[src/verilog/pim_settings.svh]
`ifndef PIM_SETTINGS_SVH
`define PIM_SETTINGS_SVH

// kernels held by each pim macro
`define PIM_DEPTH 4

// kernel address width, must cover PIM_DEPTH
`define PIM_ADDR_W 2

// adc resolution in bits
// a full slice dot product reaches 9 * 7 * 7 = 441
// so an 8 bit adc clips it at 255
`define PIM_ADC_BITS 8

// width of the shift-added result
// 255 * 64 + 2 * 255 * 8 + 255 = 20655 fits in 18 bits
`define PIM_OUT_W 18

`endif
[src/verilog/pim_conv_pkg.sv]
`include "pim_settings.svh"

package pim_conv_pkg;

  localparam int TAPS    = 9;          // 3x3 window
  localparam int SLICE_W = 3;
  localparam int PIX_W   = 2 * SLICE_W;

  // one bit slice of a pixel or weight
  typedef logic [SLICE_W-1:0] slice_t;

  // split view of a 6 bit value
  typedef struct packed {
    slice_t hi;  // bits 5..3
    slice_t lo;  // bits 2..0
  } pix_part_t;

  // activation or weight, read whole or as two slices
  typedef union packed {
    logic [PIX_W-1:0] word;
    pix_part_t        part;
  } pix_t;

  // row-major, element 0 is the top-left tap
  typedef pix_t [TAPS-1:0] window_t;

  // weights in the same tap order as window_t
  typedef pix_t [TAPS-1:0] kernel_t;

  // one slice taken from every tap
  typedef slice_t [TAPS-1:0] slice_win_t;

  typedef logic [`PIM_ADC_BITS-1:0] adc_code_t;

  // full scale adc code, the saturation point
  localparam adc_code_t ADC_MAX = '1;

  // the four cross-product codes of one window
  typedef struct packed {
    adc_code_t hh;  // weight 64
    adc_code_t hl;  // weight 8
    adc_code_t lh;  // weight 8
    adc_code_t ll;  // weight 1
  } adc_quad_t;

endpackage

[src/verilog/pim_conv3x3.sv]
`timescale 1ns/1ps

`include "pim_settings.svh"

module pim_conv3x3
  import pim_conv_pkg::*;
(
  input  logic                   clk,
  input  logic                   arst_n,
  input  logic                   wr_en,
  input  logic [`PIM_ADDR_W-1:0] wr_addr,
  input  kernel_t                wr_kernel,
  input  logic                   compute,
  input  logic [`PIM_ADDR_W-1:0] addr,
  input  window_t                window,
  output logic [`PIM_OUT_W-1:0]  out_data,
  output logic                   out_valid
);

  localparam int HH_SHIFT  = 2 * SLICE_W;  // hi * hi
  localparam int MID_SHIFT = SLICE_W;      // hi * lo and lo * hi

  slice_win_t act_hi;
  slice_win_t act_lo;
  slice_win_t w_hi;
  slice_win_t w_lo;

  adc_quad_t codes;
  logic      hh_valid;

  logic [`PIM_OUT_W-1:0] hh_term;
  logic [`PIM_OUT_W-1:0] mid_term;
  logic [`PIM_OUT_W-1:0] ll_term;
  logic [`PIM_OUT_W-1:0] sum;

  // bit slicing of window and kernel
  always_comb
  begin
    for (int i = 0; i < TAPS; i++)
    begin
      act_hi[i] = window[i].part.hi;
      act_lo[i] = window[i].part.lo;
      w_hi[i]   = wr_kernel[i].part.hi;
      w_lo[i]   = wr_kernel[i].part.lo;
    end
  end

  // high activation with high weight
  pim_macro u_hh (
    .clk        (clk),
    .arst_n     (arst_n),
    .wr_en      (wr_en),
    .wr_addr    (wr_addr),
    .wr_slice   (w_hi),
    .compute    (compute),
    .addr       (addr),
    .act        (act_hi),
    .code       (codes.hh),
    .code_valid (hh_valid)
  );

  // the other three strobe in lockstep with u_hh
  pim_macro u_hl (
    .clk        (clk),
    .arst_n     (arst_n),
    .wr_en      (wr_en),
    .wr_addr    (wr_addr),
    .wr_slice   (w_lo),
    .compute    (compute),
    .addr       (addr),
    .act        (act_hi),
    .code       (codes.hl),
    .code_valid ()
  );

  pim_macro u_lh (
    .clk        (clk),
    .arst_n     (arst_n),
    .wr_en      (wr_en),
    .wr_addr    (wr_addr),
    .wr_slice   (w_hi),
    .compute    (compute),
    .addr       (addr),
    .act        (act_lo),
    .code       (codes.lh),
    .code_valid ()
  );

  pim_macro u_ll (
    .clk        (clk),
    .arst_n     (arst_n),
    .wr_en      (wr_en),
    .wr_addr    (wr_addr),
    .wr_slice   (w_lo),
    .compute    (compute),
    .addr       (addr),
    .act        (act_lo),
    .code       (codes.ll),
    .code_valid ()
  );

  // shift-add of the four codes
  // x * w = 64 xh wh + 8 (xh wl + xl wh) + xl wl
  assign hh_term  = `PIM_OUT_W'(codes.hh) << HH_SHIFT;
  assign mid_term = (`PIM_OUT_W'(codes.hl) + `PIM_OUT_W'(codes.lh)) << MID_SHIFT;
  assign ll_term  = `PIM_OUT_W'(codes.ll);
  assign sum      = hh_term + mid_term + ll_term;

  always_ff @(posedge clk or negedge arst_n)
  begin
    if (!arst_n)
    begin
      out_data  <= '0;
      out_valid <= 1'b0;
    end
    else
    begin
      out_valid <= hh_valid;  // compute + 2
      if (hh_valid)
        out_data <= sum;
    end
  end

endmodule

[src/verilog/pim_macro.sv]
`timescale 1ns/1ps

`include "pim_settings.svh"

module pim_macro
  import pim_conv_pkg::*;
(
  input  logic                   clk,
  input  logic                   arst_n,
  input  logic                   wr_en,
  input  logic [`PIM_ADDR_W-1:0] wr_addr,
  input  slice_win_t             wr_slice,
  input  logic                   compute,
  input  logic [`PIM_ADDR_W-1:0] addr,
  input  slice_win_t             act,
  output adc_code_t              code,
  output logic                   code_valid
);

  localparam int PROD_W = 2 * SLICE_W;            // 7 * 7 = 49
  localparam int SUM_W  = PROD_W + $clog2(TAPS);  // room for 9 products

  // weight slices, one entry per stored kernel
  slice_win_t mem [`PIM_DEPTH];

  slice_win_t            sel_w;        // kernel picked by addr
  logic [PROD_W-1:0]     prod [TAPS];  // per-cell products
  logic [SUM_W-1:0]      dot_sum;      // analog column sum
  adc_code_t             adc_code;

  // adc model, clips at full scale
  function automatic adc_code_t adc_sat(input logic [SUM_W-1:0] s);
    adc_code_t res;
    if (s > SUM_W'(ADC_MAX))
      res = ADC_MAX;
    else
      res = adc_code_t'(s);
    return res;
  endfunction

  // weight load
  always_ff @(posedge clk or negedge arst_n)
  begin
    if (!arst_n)
    begin
      for (int k = 0; k < `PIM_DEPTH; k++)
        mem[k] <= '0;
    end
    else if (wr_en)
    begin
      mem[wr_addr] <= wr_slice;
    end
  end

  // read is combinational so a same cycle write is not seen yet
  assign sel_w = mem[addr];

  always_comb
  begin
    for (int i = 0; i < TAPS; i++)
      prod[i] = PROD_W'(act[i]) * PROD_W'(sel_w[i]);
  end

  // accumulate along the column
  always_comb
  begin
    dot_sum = '0;
    for (int i = 0; i < TAPS; i++)
      dot_sum = dot_sum + SUM_W'(prod[i]);
  end

  assign adc_code = adc_sat(dot_sum);

  always_ff @(posedge clk or negedge arst_n)
  begin
    if (!arst_n)
    begin
      code       <= '0;
      code_valid <= 1'b0;
    end
    else
    begin
      code_valid <= compute;      // one pulse per compute
      if (compute)
        code <= adc_code;         // hold last code otherwise
    end
  end

endmodule

[config.mk]
export PLATFORM = sky130hd
export DESIGN_NAME = pim_conv3x3
export DESIGN_NICKNAME = d
export VERILOG_FILES = /design/src/verilog/pim_conv_pkg.sv /design/src/verilog/pim_conv3x3.sv /design/src/verilog/pim_macro.sv
export VERILOG_INCLUDE_DIRS = /design/src /design/src/verilog
export SDC_FILE = /design/constraint.sdc
export NUM_CORES = 1
export LEC_CHECK = 0
export ABC_CLOCK_PERIOD_IN_PS = 20400
export BUFFER_PORTS_ARGS = -buffer_cell sky130_fd_sc_hd__buf_2
export CAP_MARGIN = 20
export CELL_PAD_IN_SITES_DETAIL_PLACEMENT = 0
export CELL_PAD_IN_SITES_GLOBAL_PLACEMENT = 2
export CORE_AREA = 3 3 230 232
export CTS_CLUSTER_DIAMETER = 200
export DETAILED_ROUTE_END_ITERATION = 7
export DIE_AREA = 0 0 233 235
export GPL_TIMING_DRIVEN = 1
export PLACE_DENSITY_LB_ADDON = 0.2
export SLEW_MARGIN = 20
export SYNTH_ARGS = -nofsm -noshare
export SYNTH_HDL_FRONTEND = slang
export SYNTH_SLANG_ARGS = --single-unit
[constraint.sdc]
create_clock -name clk -period 20.4 [get_ports clk]
set_input_delay 5.1 -clock clk [delete_from_list [all_inputs] [get_ports clk]]
set_output_delay 5.1 -clock clk [all_outputs]
set_load 0.05 [all_outputs]
==> impl_metrics.json, run 1 <==
{
  "yosysSeqAreaShare_pct": 27.7,
  "core_sq_mm": 0.0512,
  "fillers": 4661,
  "cts-resized-gates": 0,
  "gp_congestion": 0.860,
  "cts_setup_buffers": 0,
  "cts_tree": "yes",
  "fin_crit_ps": 13770,
  "synthFlopType": "dfrtp_1",
  "drc": 0,
  "grt_max_degree": 191,
  "syn2layout_area_growth_pct": 10.0,
  "async_flop_share_pct": 100,
  "routed_wl_microns": 58700,
  "setup_violations": 0,
  "clkTransAtPathRegs_ps": 50,
  "worst_pin_slew_ps": 989,
  "chipHeight_microns": 235,
  "min_path_type": "reg -> reg",
  "cts.path.max_buffers": 3,
  "slew_viol_final": 0,
  "hold_viol": 0,
  "cts-root-buf": "clkbuf_16",
  "synth-edff-count": 0,
  "synth_seq_cells": 265,
  "final_core_util_pct": 51.4,
  "ys_warn_count": 0,
  "drt-pass1-iter-count": 5,
  "fin_crit_sh_pct": 67.5,
  "dp_hpwl_microns": 47600,
  "drv_cap": 0,
  "start_util_pct": 46.7,
  "ioPinCount": 135,
  "ant_nets": 0,
  "endpoint_kind": "register",
  "cp_slowest_cell": "mux4_2",
  "finalNetCount": 2826,
  "cp_top_family": "adder cells",
  "final_cell_mix": "424 x inv_1, 265 x dfrtp_1, 264 x fa_1",
  "numCtsBuffers": 31,
  "postCtsHoldBufs": 0,
  "cpMostUsedCell": "fa_1",
  "crit_buf_inv": 9,
  "cts-htree-levels": 1,
  "syn_area_sq_mm": 0.0239,
  "grt_pass1_vias": 16300,
  "fp-row-count": 83,
  "critPathMaxFanout": 40,
  "die_x_microns": 233,
  "antenna_found_initial": 15,
  "wl_per_cell_microns": 20.2,
  "clkLatencyLatePin_ps": 570,
  "cts.sinks": 265,
  "drive_gt1_share_pct": 11.5,
  "num_vias": 14900,
  "grt_setup_unrepaired": "no",
  "rrSetupSlack_ps": 11740,
  "fmax_mhz": 72.6,
  "slowest_delay_ps": 710,
  "drt_iter0_markers": 542,
  "crit_type": "in -> reg",
  "syn_inst": 2074,
  "grt_pass1_wl_microns": 94000,
  "overflow": 0,
  "io_buffers": 131,
  "critPathRequiredTime_ps": 20840,
  "synth_cell_types": 53,
  "arrival_ps": 14200,
  "fin_setup_tns_ps": 0,
  "viasPerCell": 5.13,
  "setup.worst_path.start_class": "primary input",
  "die_area_sq_mm": 0.0548,
  "track_usage_pct": 22.3,
  "dp_slack_ps": 5920,
  "setup_ws_ps": 6630,
  "outcome": "finished clean",
  "layout_commonest_cell": "inv_1",
  "clock_skew_ps": 18.0,
  "relSlewSlack_pct": 34.1,
  "avgSynthCellArea_sq_um": 11.5
}
==> flip-flops by register name, summed over array words and instances, names as in the netlist <==
register and count:
u_ll.mem 42, u_hh.code_valid 1, u_hh.mem 108, u_hl.mem 66, out_data 15, u_ll.code 8, out_valid 1, u_lh.code 8
u_hh.code 8, u_hl.code 8
==> metrics by stage <==
step	instances	instance area, sq um	hold WS [ps]
3_3_place_gp	2848	25300	462
4_1_cts	2902	26200	487
6_report	2911	26300	481
5_1_grt	2906	26300	495
2_1_floorplan	2076	23900	411
3_5_place_dp	2848	25300	473
==> Yosys cell counts (5+ instances only) <==
| library cell | count | area share, % |
|---|---|---|
| nand3_1 | 7 | 0.15 |
| o22a_1 | 28 | 1.0 |
| nand3b_1 | 5 | 0.16 |
| a31oi_1 | 8 | 0.21 |
| clkbuf_1 | 11 | 0.17 |
| o211ai_1 | 6 | 0.19 |
| o21ai_0 | 5 | 0.10 |
| nand2_1 | 115 | 1.8 |
| dfrtp_1 | 265 | 28 |
| xnor2_1 | 21 | 0.77 |
| ha_1 | 244 | 13 |
| inv_1 | 424 | 6.7 |
| mux2_1 | 219 | 10 |
| nor2_1 | 20 | 0.31 |
| a21oi_1 | 28 | 0.59 |
| a21o_1 | 15 | 0.47 |
| mux4_2 | 54 | 5.1 |
| buf_2 | 25 | 0.52 |
| nor2b_1 | 9 | 0.24 |
| fa_1 | 264 | 22 |
| and2_1 | 216 | 5.7 |
| mux2_2 | 7 | 0.33 |
| xor2_1 | 8 | 0.29 |
| buf_4 | 9 | 0.28 |
==> routing by layer <==
layer | global-route usage [%] | vias up | wire length, microns
li1 | - | 6952 | -
met1 | 30.5 | 7725 | 26800
met2 | 37.2 | 189 | 28200
met3 | 3.84 | 65 | 2260
met4 | 5.06 | 14 | 1390
met5 | 0 | - | 81
==> area by class of cell <==
class,instances,area (sq um),area share (%)
flip-flops and latches,265,6630,25.2
diodes,8,20.0,0.0761
inverters,424,1590,6.05
well taps,680,851,3.24
clock buffers,44,875,3.33
multi-input cells,1340,15500,58.8
repair buffers,140,768,2.92
clock inverters,10,106,0.404
==> final timing paths <==
check / startpoint / endpoint / cells past startpoint
worst max-delay path: addr[0] / u_ll.code[1] / 29
worst min-delay path: u_ll.mem[88] / u_ll.mem[88] / 1
worst max register to register: u_hh.mem[0] / u_lh.code[1] / 25
worst min register to register: u_ll.mem[88] / u_ll.mem[88] / 1
max in group asynchronous: arst_n / u_hh.mem[57] / 3
min in group asynchronous: arst_n / out_data[1] / 1
==> worst reg2reg max path, cell delays in order (launching register included) <==
cell,delay [ps]
dfrtp_1,380
mux4_2,610
and2_1,230
fa_1,530
inv_1,60
fa_1,500
fa_1,500
inv_1,50
ha_1,220
fa_1,620
inv_1,90
fa_1,560
inv_1,70
fa_1,530
inv_1,50
fa_1,500
inv_1,60
fa_1,550
fa_1,460
fa_1,490
fa_1,450
a211o_1,310
o211ai_1,150
nor4_1,120
o21ai_2,310
o22a_1,200
==> cell families after synthesis <==
kind of cell               share of synthesized area, %
adders and majority gates                          34.9
and+or+nand+nor                                    9.00
DFF                                                27.7
other                                            0.0157
AOI/OAI and AO/OA                                  3.80
muxes                                              15.8
xor gates and xnor gates                           1.06
buffers and inverters                              7.67
Power of run 1 is left out: the tool's default activity adds up to more than one toggle a clock period on the data nets, which glitch-free logic cannot reach.
==> run 2: changes to the inputs <==
Settings changed: ABC_AREA from default to 1, ABC_CLOCK_PERIOD_IN_PS 20400 to 14400, CORE_AREA 3 3 230 232 to 3 3 258 260, DIE_AREA 0 0 233 235 to 0 0 261 263.
Clock period 20.4 ns to 14.4 ns, I/O delays scaled along.
==> run 2 against run 1 <==
Net effect:
- final area up 2.7%
- largest cell class unchanged
- first-iteration DRC count up 130%
- clock skew up 0.69 ps
- sequential cell count unchanged
- sequential share of layout area down 0.66 points
==> impl_metrics.json, run 2 <==
{
  "synth_seq_cells": 265,
  "synth_cell_types": 32,
  "worst_pin_slew_ps": 919,
  "clkLatencyLatePin_ps": 550,
  "fin_crit_sh_pct": 81.4,
  "cts_tree": "yes",
  "largest_register": "u_hh.mem",
  "track_usage_pct": 22.3,
  "design_area_sq_mm": 0.0270,
  "synthTopCellsByArea": "dfrtp_1 27%, fa_1 22%, ha_1 13%, nand2_1 12%, inv_1 9.8%",
  "die_area_sq_mm": 0.0686,
  "syn_inst": 3055,
  "arrival_ps": 12160,
  "drt_iter0_markers": 1257,
  "clkTransAtPathRegs_ps": 50,
  "cts-root-buf": "clkbuf_16",
  "cts.path.max_buffers": 3,
  "yosysSeqAreaShare_pct": 27.2,
  "drv_cap": 0,
  "core_sq_mm": 0.0643,
  "fmax_mhz": 85.3,
  "slowest_delay_ps": 570,
  "min_path_type": "reg -> reg",
  "detailed_place.area_sq_mm": 0.0258,
  "grt_pass1_vias": 20000,
  "grt_pass1_wl_microns": 117000,
  "async_flop_share_pct": 100,
  "hold-path-cell-count": 2,
  "fin_crit_ps": 11720,
  "dp_slack_ps": 2130,
  "r2r_start": "u_hl.mem[0]",
  "endpoint_kind": "register",
  "ant_nets": 0,
  "final_cell_mix": "756 x nand2_1, 638 x inv_1, 338 x nor2_1",
  "cpMostUsedCell": "fa_1",
  "cts-resized-gates": 0,
  "cp_slowest_cell": "fa_1",
  "ys_top_cells_by_count": "756 x nand2_1, 638 x inv_1, 338 x nor2_1",
  "syn_area_sq_mm": 0.0244,
  "synth_most_common_cell": "nand2_1",
  "drc": 0,
  "crit_buf_inv": 8,
  "routed_wl_microns": 74600,
  "ioPinCount": 135,
  "top_regs": "u_hh.mem (108), u_hl.mem (66), u_ll.mem (42)",
  "setup.worst_path.start_class": "primary input",
  "postCtsHoldBufs": 0,
  "largest_register_ffs": 108,
  "cts-htree-levels": 2,
  "avgSynthCellArea_sq_um": 7.99,
  "antenna_found_initial": 1,
  "rrSetupSlack_ps": 6130,
  "gp_congestion": 0.906,
  "crit_type": "in -> reg",
  "fin_setup_tns_ps": 0,
  "ys_warn_count": 0,
  "relSlewSlack_pct": 38.7,
  "synth-edff-count": 0,
  "wl_per_cell_microns": 18.5,
  "hold_viol": 0,
  "io_buffers": 131,
  "setup_ws_ps": 2680,
  "critPathRequiredTime_ps": 14830,
  "overflow": 0,
  "post-synth-top-area-cell": "dfrtp_1",
  "setup_violations": 0,
  "n_antenna_cell": 0,
  "slew_viol_final": 0,
  "dp_hpwl_microns": 59300,
  "num_vias": 19200,
  "r2r.worst_path.cells": 29,
  "chipHeight_microns": 263,
  "finalNetCount": 3771,
  "die_x_microns": 261,
  "syn2layout_area_growth_pct": 10.7,
  "synthFlopType": "dfrtp_1",
  "grt_max_degree": 117,
  "drive_gt1_share_pct": 6.75,
  "outcome": "finished clean",
  "clock_skew_ps": 18.7,
  "numCtsBuffers": 35,
  "cts.sinks": 265,
  "viasPerCell": 4.77,
  "min_to": "out_data[0]",
  "r2r_end": "u_ll.code[1]",
  "start_util_pct": 37.9,
  "cts_setup_buffers": 0,
  "grt_setup_unrepaired": "no",
  "hp-start": "out_data[0]",
  "cp_top_family": "adder cells",
  "layout_commonest_cell": "nand2_1",
  "synth_top_area_share_pct": 27.2,
  "critPathMaxFanout": 50,
  "fp-row-count": 93,
  "drt-pass1-iter-count": 6
}
## run 2: logic make-up after synthesis
group                      count (synthesis)  synth area share (%)
xor gates and xnor gates                  24                 0.862
DFF                                      265                  27.2
buffers and inverters                    738                  11.8
and+or+nand+nor                         1243                  20.1
adders and majority gates                508                  34.2
other                                      1                0.0154
AOI/OAI and AO/OA                        276                  5.91
## run 2: worst max path at each step
stage                 start            to  slack [ps]  cells past startpoint
floorplan           addr[1]  u_lh.code[6]        3380                     34
global placement    addr[0]  u_ll.code[7]        2230                     33
detailed placement  addr[0]  u_ll.code[1]        2130                     31
CTS                 addr[0]  u_ll.code[1]        2720                     31
global route        addr[0]  u_ll.code[7]        2200                     33
finish              addr[0]  u_ll.code[1]        2680                     31
## run 2: area by class of cell
class / count / area (sq um)
multi-input combinational: 2054 / 14900
inverter: 648 / 2440
timing repair buffer: 143 / 793
sequential: 265 / 6630
tap: 855 / 1070
clock inverter: 12 / 153
clock buffer: 49 / 998
fill: 6750 / 37300
## run 2: stage by stage
stage               hold slack, ps  utilization [%]  std cells
floorplan                      399                -       3057
detailed placement             453             40.1       3964
CTS                            467             41.9       4025
global placement               450             40.1       3964
finish                         462             42.0       4026
global route                   493             42.0       4026
## run 2: tightest hold or removal path: cells and delay by family (launching register included)
kind,cells,cell delay [ps]
simple gates,2,90
flops,1,330
## run 2: per-layer routing
metal  vias up  wire [microns]  GRT usage, %
met3        66            2730          2.55
li1       9352               -             -
met1      9467           33600          30.3
met4         0            1780          5.24
met5         -               0             0
met2       317           36500          37.9
Power of run 2 is left out for the same reason.
